File: src/source/cim_cfg_pkg.sv
// MEM_DEPTH must be a power of two; patch data fills addresses 0 to PATCH_LEN-1
package cim_cfg_pkg;

    // Word formats
    localparam int N_STORAGE = 16;
    localparam int N_COMP    = 32;
    localparam int FRAC_BITS = 8;      // Q7.8 storage words

    // Patch geometry
    localparam int PATCH_LEN   = 8;
    localparam int NUM_PATCHES = 4;

    // Memory map
    localparam int MEM_DEPTH   = 64;
    localparam int ADDR_W      = $clog2(MEM_DEPTH);
    localparam int BIAS_ADDR   = PATCH_LEN;   // Right after the weights
    localparam int RESULT_BASE = 32;          // One result word per patch

    typedef logic signed [N_STORAGE-1:0] storage_word_t;
    typedef logic signed [N_COMP-1:0]    comp_word_t;
    typedef logic [ADDR_W-1:0]           mem_addr_t;

endpackage

File: src/source/cim_bus_pkg.sv
// Single-node view of the command bus; requesters must not overlap, priority only breaks ties
package cim_bus_pkg;

    import cim_cfg_pkg::*;

    localparam int NUM_MEM_SRC = 4;

    typedef enum logic [2:0] {
        NOP                   = 3'd0,
        PARAM_STREAM_START_OP = 3'd1,
        PARAM_STREAM_OP       = 3'd2,
        PATCH_LOAD_START_OP   = 3'd3,
        PATCH_LOAD_OP         = 3'd4,
        RESULT_READ_OP        = 3'd5
    } bus_op_t;

    typedef logic [1:0] node_id_t;

    typedef struct packed {
        bus_op_t             op;
        node_id_t            target;
        storage_word_t [2:0] data;
    } bus_cmd_t;

    typedef struct packed {
        logic                valid;   // One-cycle pulse, data holds afterwards
        storage_word_t [2:0] data;
    } bus_resp_t;

    typedef struct packed {
        logic          read;
        logic          write;
        mem_addr_t     addr;
        storage_word_t wdata;
    } mem_req_t;

    // Highest priority first
    typedef enum logic [1:0] {
        SRC_BUS,
        SRC_CTRL,
        SRC_MAC,
        SRC_TX
    } mem_src_t;

endpackage

File: src/source/cim_mem.sv
// Single-port banks, one access per cycle each; read data is valid one cycle after the request
`timescale 1ns/1ps

module cim_mem import cim_cfg_pkg::*, cim_bus_pkg::*; (
    input  logic                         clk,
    input  logic                         rst_n,
    input  mem_req_t [NUM_MEM_SRC-1:0]   param_reqs,
    input  mem_req_t [NUM_MEM_SRC-1:0]   int_res_reqs,
    output storage_word_t                param_rdata,
    output storage_word_t                int_res_rdata
);

    // Bank 0 holds parameters, bank 1 intermediate results
    mem_req_t [NUM_MEM_SRC-1:0] bank_reqs [2];
    storage_word_t              bank_rdata [2];

    assign bank_reqs[0]  = param_reqs;
    assign bank_reqs[1]  = int_res_reqs;
    assign param_rdata   = bank_rdata[0];
    assign int_res_rdata = bank_rdata[1];

    for (genvar b = 0; b < 2; b++) begin : g_bank
        storage_word_t words [MEM_DEPTH];
        mem_req_t      win;

        always_comb begin
            win = '0;
            // Walk up from the lowest priority so SRC_BUS ends up on top
            for (int s = NUM_MEM_SRC - 1; s >= 0; s--) begin
                if (bank_reqs[b][s].read || bank_reqs[b][s].write) begin
                    win = bank_reqs[b][s];
                end
            end
        end

        always_ff @(posedge clk) begin
            if (win.write) begin
                words[win.addr] <= win.wdata;
            end
        end

        always_ff @(posedge clk) begin
            if (!rst_n) begin
                bank_rdata[b] <= '0;
            end else if (win.read) begin
                bank_rdata[b] <= words[win.addr];   // Holds until the next read
            end
        end
    end

endmodule

File: src/source/cim_bus_rx.sv
// Host must hold off while busy; start ops act on every node, stream and read ops only on node_id
`timescale 1ns/1ps

module cim_bus_rx import cim_cfg_pkg::*, cim_bus_pkg::*; #(
    parameter node_id_t node_id = '0
) (
    input  logic      clk,
    input  logic      rst_n,
    input  bus_cmd_t  cmd,
    output mem_req_t  param_req,
    output mem_req_t  int_res_req,
    output logic      patch_full,
    output logic      send_start,
    output mem_addr_t send_addr,
    output logic      busy
);

    logic                         for_me;
    mem_addr_t                    stream_base;
    mem_addr_t                    word_cnt;
    logic [1:0]                   drain_left;
    storage_word_t [2:0]          stream_buf;
    logic [$clog2(PATCH_LEN)-1:0] patch_cnt;

    assign for_me = (cmd.target == node_id);
    assign busy   = param_req.write;   // High for the three stream writes

    always_ff @(posedge clk) begin
        if (cmd.op == PARAM_STREAM_OP && for_me) begin
            stream_buf <= cmd.data;
        end
    end

    always_ff @(posedge clk) begin
        if (!rst_n) begin
            param_req   <= '0;
            int_res_req <= '0;
            patch_full  <= 1'b0;
            send_start  <= 1'b0;
            send_addr   <= '0;
            stream_base <= '0;
            word_cnt    <= '0;
            drain_left  <= '0;
            patch_cnt   <= '0;
        end else begin
            param_req.write   <= 1'b0;
            int_res_req.write <= 1'b0;
            patch_full        <= 1'b0;
            send_start        <= 1'b0;

            if (drain_left != 2'd0) begin   // Words 1 and 2 from the buffer
                param_req.write <= 1'b1;
                param_req.addr  <= stream_base + word_cnt;
                param_req.wdata <= stream_buf[2'd3 - drain_left];
                word_cnt        <= word_cnt + 1'b1;
                drain_left      <= drain_left - 1'b1;
            end

            case (cmd.op)
                PARAM_STREAM_START_OP: begin
                    stream_base <= cmd.data[0][ADDR_W-1:0];
                    word_cnt    <= '0;
                end
                PARAM_STREAM_OP: begin
                    if (for_me) begin
                        param_req.write <= 1'b1;
                        param_req.addr  <= stream_base + word_cnt;
                        param_req.wdata <= cmd.data[0];
                        word_cnt        <= word_cnt + 1'b1;
                        drain_left      <= 2'd2;
                    end
                end
                PATCH_LOAD_START_OP: patch_cnt <= '0;
                PATCH_LOAD_OP: begin
                    int_res_req.write <= 1'b1;
                    int_res_req.addr  <= mem_addr_t'(patch_cnt);
                    int_res_req.wdata <= cmd.data[0];
                    patch_full        <= (patch_cnt == PATCH_LEN - 1);
                    // Wraps so the next patch can follow without a start op
                    patch_cnt <= (patch_cnt == PATCH_LEN - 1) ? '0 : patch_cnt + 1'b1;
                end
                RESULT_READ_OP: begin
                    if (for_me) begin
                        send_start <= 1'b1;
                        send_addr  <= cmd.data[0][ADDR_W-1:0];
                    end
                end
                default: begin
                end
            endcase
        end
    end

endmodule

File: src/source/cim_mac.sv
// Fixed latency of PATCH_LEN+4 cycles; expects sole use of both memories while running, no saturation
`timescale 1ns/1ps

module cim_mac import cim_cfg_pkg::*, cim_bus_pkg::*; (
    input  logic          clk,
    input  logic          rst_n,
    input  logic          start,
    output mem_req_t      param_req,
    output mem_req_t      int_res_req,
    input  storage_word_t param_rdata,
    input  storage_word_t int_res_rdata,
    output logic          done,
    output comp_word_t    result
);

    typedef enum logic [1:0] {MAC_IDLE, MAC_RUN, MAC_BIAS, MAC_DONE} mac_state_t;

    mac_state_t                   state;
    logic [$clog2(PATCH_LEN)-1:0] rd_idx;
    logic                         data_valid, prod_valid, bias_valid, sum_valid;
    comp_word_t                   prod, acc;
    comp_word_t                   prod_term, bias_term;

    always_comb begin
        prod_term = '0;
        bias_term = '0;
        if (prod_valid) prod_term = prod >>> FRAC_BITS;
        if (bias_valid) bias_term = param_rdata;   // Integer aligned, sign extended
    end

    always_ff @(posedge clk) begin
        if (!rst_n) begin
            state       <= MAC_IDLE;
            rd_idx      <= '0;
            param_req   <= '0;
            int_res_req <= '0;
            data_valid  <= 1'b0;
            prod_valid  <= 1'b0;
            bias_valid  <= 1'b0;
            sum_valid   <= 1'b0;
            done        <= 1'b0;
        end else begin
            done       <= 1'b0;
            data_valid <= int_res_req.read;
            bias_valid <= param_req.read && !int_res_req.read;   // Only the bias read
            prod_valid <= data_valid;
            sum_valid  <= bias_valid;

            case (state)
                MAC_IDLE: begin
                    if (start) begin
                        param_req.read   <= 1'b1;
                        int_res_req.read <= 1'b1;
                        param_req.addr   <= '0;
                        int_res_req.addr <= '0;
                        rd_idx           <= 1'b1;
                        state            <= MAC_RUN;
                    end
                end
                MAC_RUN: begin
                    param_req.addr   <= mem_addr_t'(rd_idx);
                    int_res_req.addr <= mem_addr_t'(rd_idx);
                    rd_idx           <= rd_idx + 1'b1;
                    if (rd_idx == PATCH_LEN - 1) state <= MAC_BIAS;
                end
                MAC_BIAS: begin
                    param_req.addr   <= mem_addr_t'(BIAS_ADDR);
                    int_res_req.read <= 1'b0;
                    state            <= MAC_DONE;
                end
                MAC_DONE: begin
                    param_req.read <= 1'b0;
                    if (sum_valid) begin   // Bias and last product are in
                        done  <= 1'b1;
                        state <= MAC_IDLE;
                    end
                end
                default: state <= MAC_IDLE;
            endcase
        end
    end

    always_ff @(posedge clk) begin
        if (data_valid) prod <= comp_word_t'(param_rdata) * comp_word_t'(int_res_rdata);
        if (state == MAC_IDLE) begin
            acc <= '0;
        end else begin
            acc <= acc + prod_term + bias_term;
        end
        if (sum_valid) result <= acc;
    end

endmodule

File: src/source/cim_compute_ctrl.sv
// One MAC per full patch; results land at RESULT_BASE plus a patch index that wraps at NUM_PATCHES
`timescale 1ns/1ps

module cim_compute_ctrl import cim_cfg_pkg::*, cim_bus_pkg::*; (
    input  logic       clk,
    input  logic       rst_n,
    input  logic       patch_full,
    output logic       mac_start,
    input  logic       mac_done,
    input  comp_word_t mac_result,
    output mem_req_t   int_res_req,
    output logic       busy
);

    typedef enum logic [1:0] {CTRL_IDLE, CTRL_MAC, CTRL_STORE} ctrl_state_t;

    ctrl_state_t                    state;
    logic [$clog2(NUM_PATCHES)-1:0] patch_idx;

    // Covers the patch_full cycle so the host stops before the MAC reads
    assign busy = patch_full || (state != CTRL_IDLE);

    always_ff @(posedge clk) begin
        if (!rst_n) begin
            state       <= CTRL_IDLE;
            mac_start   <= 1'b0;
            int_res_req <= '0;
            patch_idx   <= '0;
        end else begin
            mac_start         <= 1'b0;
            int_res_req.write <= 1'b0;

            case (state)
                CTRL_IDLE: begin
                    if (patch_full) begin
                        mac_start <= 1'b1;
                        state     <= CTRL_MAC;
                    end
                end
                CTRL_MAC: begin
                    if (mac_done) begin
                        int_res_req.write <= 1'b1;
                        int_res_req.addr  <= mem_addr_t'(RESULT_BASE) + mem_addr_t'(patch_idx);
                        int_res_req.wdata <= mac_result[N_STORAGE-1:0];   // Low bits only
                        state             <= CTRL_STORE;
                    end
                end
                CTRL_STORE: begin   // Write goes out this cycle
                    patch_idx <= (patch_idx == NUM_PATCHES - 1) ? '0 : patch_idx + 1'b1;
                    state     <= CTRL_IDLE;
                end
                default: state <= CTRL_IDLE;
            endcase
        end
    end

endmodule

File: src/source/cim_tx.sv
// Always sends exactly three consecutive words; start_addr+2 must stay inside the memory
`timescale 1ns/1ps

module cim_tx import cim_cfg_pkg::*, cim_bus_pkg::*; (
    input  logic          clk,
    input  logic          rst_n,
    input  logic          start,
    input  mem_addr_t     start_addr,
    output mem_req_t      int_res_req,
    input  storage_word_t int_res_rdata,
    output bus_resp_t     resp,
    output logic          busy
);

    typedef enum logic {TX_IDLE, TX_FILL} tx_state_t;

    tx_state_t  state;
    mem_addr_t  base_addr;
    logic [1:0] req_cnt;
    logic [1:0] cap_idx;
    logic       rd_valid;

    assign busy = start || (state != TX_IDLE);

    always_ff @(posedge clk) begin
        if (!rst_n) begin
            state       <= TX_IDLE;
            base_addr   <= '0;
            req_cnt     <= '0;
            cap_idx     <= '0;
            rd_valid    <= 1'b0;
            int_res_req <= '0;
            resp        <= '0;
        end else begin
            resp.valid <= 1'b0;
            rd_valid   <= int_res_req.read;

            case (state)
                TX_IDLE: begin
                    if (start) begin
                        base_addr        <= start_addr;
                        int_res_req.read <= 1'b1;
                        int_res_req.addr <= start_addr;
                        req_cnt          <= 2'd1;
                        cap_idx          <= '0;
                        state            <= TX_FILL;
                    end
                end
                TX_FILL: begin
                    if (req_cnt != 2'd3) begin
                        int_res_req.addr <= base_addr + mem_addr_t'(req_cnt);
                        req_cnt          <= req_cnt + 1'b1;
                    end else begin
                        int_res_req.read <= 1'b0;
                    end
                    if (rd_valid) begin
                        resp.data[cap_idx] <= int_res_rdata;
                        cap_idx            <= cap_idx + 1'b1;
                        if (cap_idx == 2'd2) begin   // Last word captured
                            resp.valid <= 1'b1;
                            state      <= TX_IDLE;
                        end
                    end
                end
                default: state <= TX_IDLE;
            endcase
        end
    end

endmodule

File: src/source/cim_top.sv
// One node only; the host must send NOP whenever is_ready is low
`timescale 1ns/1ps

module cim_top import cim_cfg_pkg::*, cim_bus_pkg::*; #(
    parameter node_id_t node_id = '0
) (
    input  logic      clk,
    input  logic      rst_n,
    input  bus_cmd_t  cmd,
    output bus_resp_t resp,
    output logic      is_ready
);

    wire mem_req_t [NUM_MEM_SRC-1:0] param_reqs;
    wire mem_req_t [NUM_MEM_SRC-1:0] int_res_reqs;
    storage_word_t param_rdata, int_res_rdata;
    logic          patch_full, mac_start, mac_done, send_start;
    logic          rx_busy, ctrl_busy, tx_busy;
    comp_word_t    mac_result;
    mem_addr_t     send_addr;

    // Only rx and mac touch the parameter memory
    assign param_reqs[SRC_CTRL] = '0;
    assign param_reqs[SRC_TX]   = '0;

    assign is_ready = !(rx_busy || ctrl_busy || tx_busy);

    cim_mem mem (
        .clk(clk), .rst_n(rst_n),
        .param_reqs(param_reqs), .int_res_reqs(int_res_reqs),
        .param_rdata(param_rdata), .int_res_rdata(int_res_rdata)
    );

    cim_bus_rx #(.node_id(node_id)) rx (
        .clk(clk), .rst_n(rst_n), .cmd(cmd),
        .param_req(param_reqs[SRC_BUS]), .int_res_req(int_res_reqs[SRC_BUS]),
        .patch_full(patch_full), .send_start(send_start), .send_addr(send_addr),
        .busy(rx_busy)
    );

    cim_compute_ctrl ctrl (
        .clk(clk), .rst_n(rst_n), .patch_full(patch_full),
        .mac_start(mac_start), .mac_done(mac_done), .mac_result(mac_result),
        .int_res_req(int_res_reqs[SRC_CTRL]), .busy(ctrl_busy)
    );

    cim_mac mac (
        .clk(clk), .rst_n(rst_n), .start(mac_start),
        .param_req(param_reqs[SRC_MAC]), .int_res_req(int_res_reqs[SRC_MAC]),
        .param_rdata(param_rdata), .int_res_rdata(int_res_rdata),
        .done(mac_done), .result(mac_result)
    );

    cim_tx tx (
        .clk(clk), .rst_n(rst_n), .start(send_start), .start_addr(send_addr),
        .int_res_req(int_res_reqs[SRC_TX]), .int_res_rdata(int_res_rdata),
        .resp(resp), .busy(tx_busy)
    );

endmodule

File: config.mk
export PLATFORM = sky130hd
export DESIGN_NAME = cim_top
export DESIGN_NICKNAME = d
export VERILOG_FILES = /design/src/source/cim_cfg_pkg.sv /design/src/source/cim_bus_pkg.sv /design/src/source/cim_mem.sv /design/src/source/cim_bus_rx.sv /design/src/source/cim_mac.sv /design/src/source/cim_compute_ctrl.sv /design/src/source/cim_tx.sv /design/src/source/cim_top.sv
export SDC_FILE = /design/constraint.sdc
export NUM_CORES = 2
export LEC_CHECK = 0
export ABC_AREA = 1
export BUFFER_PORTS_ARGS = -buffer_cell sky130_fd_sc_hd__buf_2
export CORE_MARGIN = 8
export CORE_UTILIZATION = 45
export CTS_BUF_LIST = sky130_fd_sc_hd__clkbuf_4 sky130_fd_sc_hd__clkbuf_8 sky130_fd_sc_hd__clkbuf_16
export DETAILED_ROUTE_END_ITERATION = 8
export PLACE_DENSITY_LB_ADDON = 0.08
export SLEW_MARGIN = 20
export SYNTH_ARGS = -nofsm -noshare
export SYNTH_HDL_FRONTEND = slang
export SYNTH_SLANG_ARGS = --single-unit
File: constraint.sdc
create_clock -name clk -period 11.89 [get_ports clk]
set_input_delay 1.189 -clock clk [delete_from_list [all_inputs] [get_ports clk]]
set_output_delay 1.189 -clock clk [all_outputs]
set_load 0.05 [all_outputs]
[Yosys cells after proc, flatten, opt, wreduce, memory -nomap -nowiden]
Memory sizes are Yosys's and may differ from the RTL's.
Index checks and enable logic that the tools add are counted.
Word-level totals
  memories kept: 3
  bits of input ports: 55
  RAM bits: 2080
  flip-flop bits (word level): 316
Cells by class
  multiply operators: 1
  muxes and demuxes: 75
  reductions and logical operators: 38
  bitwise logic cells: 3
  magnitude comparators: 3
  eq/ne operators: 24
  $add $sub $neg: 13
Memories
  mem.g_bank[0].words: depth 64, bits a word 16, read ports 1, clocked after memory_dff 0, wr ports 1, RTL line cim_mem.sv:23  | storage_word_t words [MEM_DEPTH];
  mem.g_bank[1].words: depth 64, bits a word 16, read ports 1, clocked after memory_dff 0, wr ports 1, RTL line cim_mem.sv:23
  mem.bank_rdata: depth 2, bits a word 16, read ports 2, clocked after memory_dff 0, wr ports 2, RTL line cim_mem.sv:15  | storage_word_t bank_rdata [2];
Operators with widths (count)
  24-bit 2-to-1 mux: 6
  23-bit 2-to-1 mux: 5
  32-bit adder: 2
  16-bit 2-to-1 mux: 4
  32-bit 2-to-1 mux: 2
  48-bit bitwise mux: 1
  6-bit one-hot mux with 2 select lines: 3
  2-bit AND reduction: 17
  16-bit binary-select mux with 2-bit select: 1
  16-bit demux with 2-bit select: 1
  16-bit by 16-bit multiplier with 32-bit output: 1
  6-bit 2-to-1 mux: 5
  2-bit 2-to-1 mux: 13
  1-bit 2-to-1 mux: 21
  6-bit one-hot mux with 3 select lines: 1
  2-bit != test (second input constant): 7
  3-bit equality test (second input constant): 4
  2-bit one-hot mux with 2 select lines: 3
  3-bit one-hot mux with 2 select lines: 2
  2-bit nonzero test: 6
  2-bit equality test (second input constant): 5
  1-bit one-hot mux with 2 select lines: 4
  2-bit one-hot mux with 4 select lines: 1
  2-bit by 1-bit adder with 2-bit output (second input constant): 3
  other kinds (22): 39

[Depth between registers and ports, before layout]
  word-level depth: 8
  gate-level depth with buffers: 29

[Cells and area by module]
Synthesis repeated with hierarchy kept, for this count alone.
Unflattened totals
  cells, all modules: 12261
  area, all modules: 116410.4 µm²
Modules (own cells, without submodules)
  cim_mem: area each 90339.1 µm², times used 1, cells each 8918
  cim_mac: area each 17591.9 µm², times used 1, cells each 2321
  cim_bus_rx: area each 4648.2 µm², times used 1, cells each 515
  cim_tx: area each 2780.2 µm², times used 1, cells each 352
  cim_compute_ctrl: area each 1029.7 µm², times used 1, cells each 150
  cim_top: area each 21.3 µm², times used 1, cells each 5

[Least setup slack after synthesis]
No wires, ideal clock.
  path kind: register to register
  start: mem mem.bank_rdata[1][1] in the netlist's numbering
  end: reg mac.prod[19] (data pin)
  setup time: 0.261 ns
  arrival: 5.328 ns
  path slack: 6.301 ns
  stages on the path, launching flop included: 24
  buffers on the path: 2
  path through: edfxtp_1 -> clkbuf_1 -> clkbuf_1 -> nand2_1 -> fa_1 -> fa_1 -> fa_1 -> inv_1 -> fa_1 -> fa_1 -> inv_1 -> fa_1 -> inv_1 -> ha_1 -> a21oi_1 -> a21boi_0 -> o21ai_0 -> a21oi_1 -> inv_1 -> nand2_1 -> nand2_1 -> nand2_1 -> nand2_1 -> xor2_1
RTL lines
  from (decl): RTL line cim_mem.sv:15
  to (signal assigned): RTL line cim_mac.sv:84  | if (data_valid) prod <= comp_word_t'(param_rdata) * comp_word_t'(int_res_rdata);
  to (decl): RTL line cim_mac.sv:21  | comp_word_t prod, acc;

==> impl_metrics.csv <==
group,metric,value,unit
clock_tree,clockBufferDepth,3,
place,hpwl,133.5,mm
global_route,grt_busiest_layer,"met2",
synth,async_reset_ff_share,0,%
die,die-height,445.9,um
timing,whs,0.4398,ns
setup_path,crit_arrival,6.83,ns
clock_tree,postCtsSetupRepairBufs,0,
power_and_ir_drop,peakVddDrop,0.1215,mV
timing,period_needed,6.254,ns
global_route,grt_use_total,22.16,%
clock_tree,cts_max_level,4,
synth,seq_area_frac_synth,64.21,%
die,coreArea,0.1846,sq mm
power_and_ir_drop,powerDensity,149.4,mW/mm^2
setup_path,end_kind,"register",
timing,maxSlewViolCount,0,
timing,clock_skew,0.03577,ns
timing,setup_violations,0,
setup_path,required,12.47,ns
global_route,grtUsageMet2,39.47,%
setup_path,critPathMaxStageDelay,0.66,ns
drt,drt_iter0_drc,4395,
synth,synth_edf_count,1648,
clock_tree,cts_resized,0,
timing,rsz0062_at_grt,"false",
clock_tree,clk_pin_slew,0.06,ns
synth,yosys_warnings,0,
clock_tree,cts-root-buf,"clkbuf_16",
cells_and_area,final_layout_size_suffix_gt1_share,6.893,%
die,ios,105,
drt,vias_per_cell,4.922,
global_route,grt_use_met3,2.851,%
cells_and_area,fillers,16889,
hold_path,worstHoldPathType,"reg2reg",
run,maxCapViolations,0,
cells_and_area,seqCellArea,0.05341,sq mm
global_route,antenna_found_initial,4,
drt,wl,223.3,mm
die,fp-row-count,158,
synth,postSynthCellCount,7935,
drt,vias,56192,
status,status,"finished clean",
global_route,grt_start_max_net_pins,176,
timing,slew_headroom,26.20,%
timing,final_hold_viol_count,0,
die,die_w,445.9,um
synth,synthesis.area,0.08318,sq mm
cells_and_area,area_growth,14.85,%
timing,fin_setup_tns,0,ns
clock_tree,hold_buffers,0,
setup_path,path_common_cell,"inv_1",
cells_and_area,final_cells,11416,
clock_tree,cts_buffers,194,
synth,synth_cell_types,56,
setup_path,crit_family,"adder cells",
setup_path,worstSetupStartpointType,"register",
global_route,grt_overflow,0,
power_and_ir_drop,p_total,14270,uW
cells_and_area,num_antenna_cells,0,
drt,detail_route.first_pass.iterations,5,
synth,synth-seq-cells,1844,
setup_path,crit_fanout,11,
timing,fmax,159.9,MHz
die,initial_core_util,45.05,%
timing,worst_pin_slew,1.103,ns
global_route,grtUsageMet1,28.02,%
cells_and_area,layout_commonest_cell,"nand2_1",
place,placed_cells,11058,
place,gp_congestion,0.8403,
global_route,grt_pass1_wl,337.5,mm
cells_and_area,multiInputGateArea,0.02847,sq mm
setup_path,cp_num_buf_inv,7,
timing,period_share,52.60,%
drt,avgRoutedWirePerCell,19.56,um
synth,synth.avg_cell_area,10.48,sq um
setup_path,slowest_stage,"edfxtp_1",
setup_path,path_class,"reg2reg",
die,dieArea,0.1989,sq mm
cells_and_area,mostFrequentLayoutCells,"nand2_1 (2,885), edfxtp_1 (1,648), conb_1 (832), inv_1 (742), nand3_1 (438)",
drt,drcViolationCount,0,
synth,ys.flop_type,"edfxtp_1",
drt,ant_nets,0,
clock_tree,insertion_delay,0.82,ns
power_and_ir_drop,p_leak,0.04140,uW
setup_path,path_cells,"inv_1, or2_2, fa_1, inv_1, fa_1, inv_1, fa_1, inv_1, fa_1, fa_1, inv_1, fa_1, inv_1, ha_1, nand2_1, nor2_1, nand4_1, or2_2, nand3_1, inv_1, nand2_1, nand2_1",
cells_and_area,fin_nets,9139,
clock_tree,cts_tree,"done",
clock_tree,clock-sinks,1844,
global_route,grt_pass1_vias,55016,
place,port_buffers,104,
[synthesized netlist by cell type, drive strengths merged, types with 7 or more instances]
master	n	area, sq um
a21boi	7	78.82
o22ai	45	281.5
nand4	93	581.8
edfxtp	1648	49490
nor2	408	1563
and3	7	43.79
clkbuf	176	660.6
inv	761	2856
a21oi	324	1625
o21ai	207	1036
nor3	36	195.2
nand3	442	2222
xnor2	16	140.1
ha	105	1314
nand2	2909	10940
xor2	30	262.8
fa	204	4084
a211oi	37	277.8
dfxtp	196	3924
nand3b	7	52.55
buf	228	1196
[path summary, 6_finish.rpt]
path / start / endpoint / slack, ns / cells after the start
worst max-delay path: mem.bank_rdata[1][15] / mac.prod[23] / 5.64 / 22
worst min-delay path: mac.acc[10] / mac.result[10] / 0.44 / 0
worst max register to register: mem.bank_rdata[1][15] / mac.prod[23] / 5.64 / 22
worst min register to register: mac.acc[10] / mac.result[10] / 0.44 / 0
[per-stage QoR]
stage	util (%)	cell area (sq um)	worst slack, ns
after floorplan	-	86300	6.301
after global placement	48.29	89170	5.234
after detailed placement	48.35	89270	5.543
after CTS	51.71	95470	5.504
after global routing	51.74	95540	5.320
final	51.74	95540	5.636
[power by group]
group	switching [uW]	internal, uW	total, uW
clock network	2540	3360	5900
registers	69.5	7170	7240
logic	738	391	1130
total	3340	10900	14300
[cells by family (layout without fill, tap and decap cells)]
| logic type | count (synthesis) | count (layout) | synth area share [%] |
|---|---|---|---|
| AO/OA/AOI/OAI | 657 | 657 | 4.324 |
| XOR/XNOR | 46 | 46 | 0.4843 |
| adder cells (fa/ha/maj) | 309 | 309 | 6.489 |
| buffers and inverters | 1170 | 1340 | 5.689 |
| flip-flops | 1844 | 1844 | 64.21 |
| other | 1 | 832 | 0.004508 |
| AND/OR/NAND/NOR | 3908 | 3908 | 18.80 |
[cell type report]
cell class	count	share of cell area, %
clock buffers	260	5.670
clock inverters	97	0.8264
inverters	766	3.011
multi-input cells	5752	29.80
flip-flops and latches	1844	55.91
well taps	2480	3.248
repair buffers	217	1.534
[flip-flops by register name (all words and copies together), names as in the netlist, 3 cells and up]
register,cells
mem.bank_rdata,32
mem.g_bank.words,1536
tx.int_res_req,7
mac.rd_idx,3
mac.acc,16
mac.param_req,5
tx.base_addr,6
mac.result,16
rx.stream_base,6
tx.resp,49
rx.stream_buf,48
rx.param_req,22
ctrl.int_res_req,20
mac.int_res_req,4
mac.prod,16
rx.word_cnt,6
rx.int_res_req,20
rx.send_addr,6
rx.patch_cnt,3
[per-layer routing]
layer / up-vias / routed length, um
met4: 0 / 7966
met1: 27476 / 91960
li1: 27027 / -
met5: - / 0
met2: 1345 / 112800
met3: 344 / 10550
(Power assumes the default switching activity.)
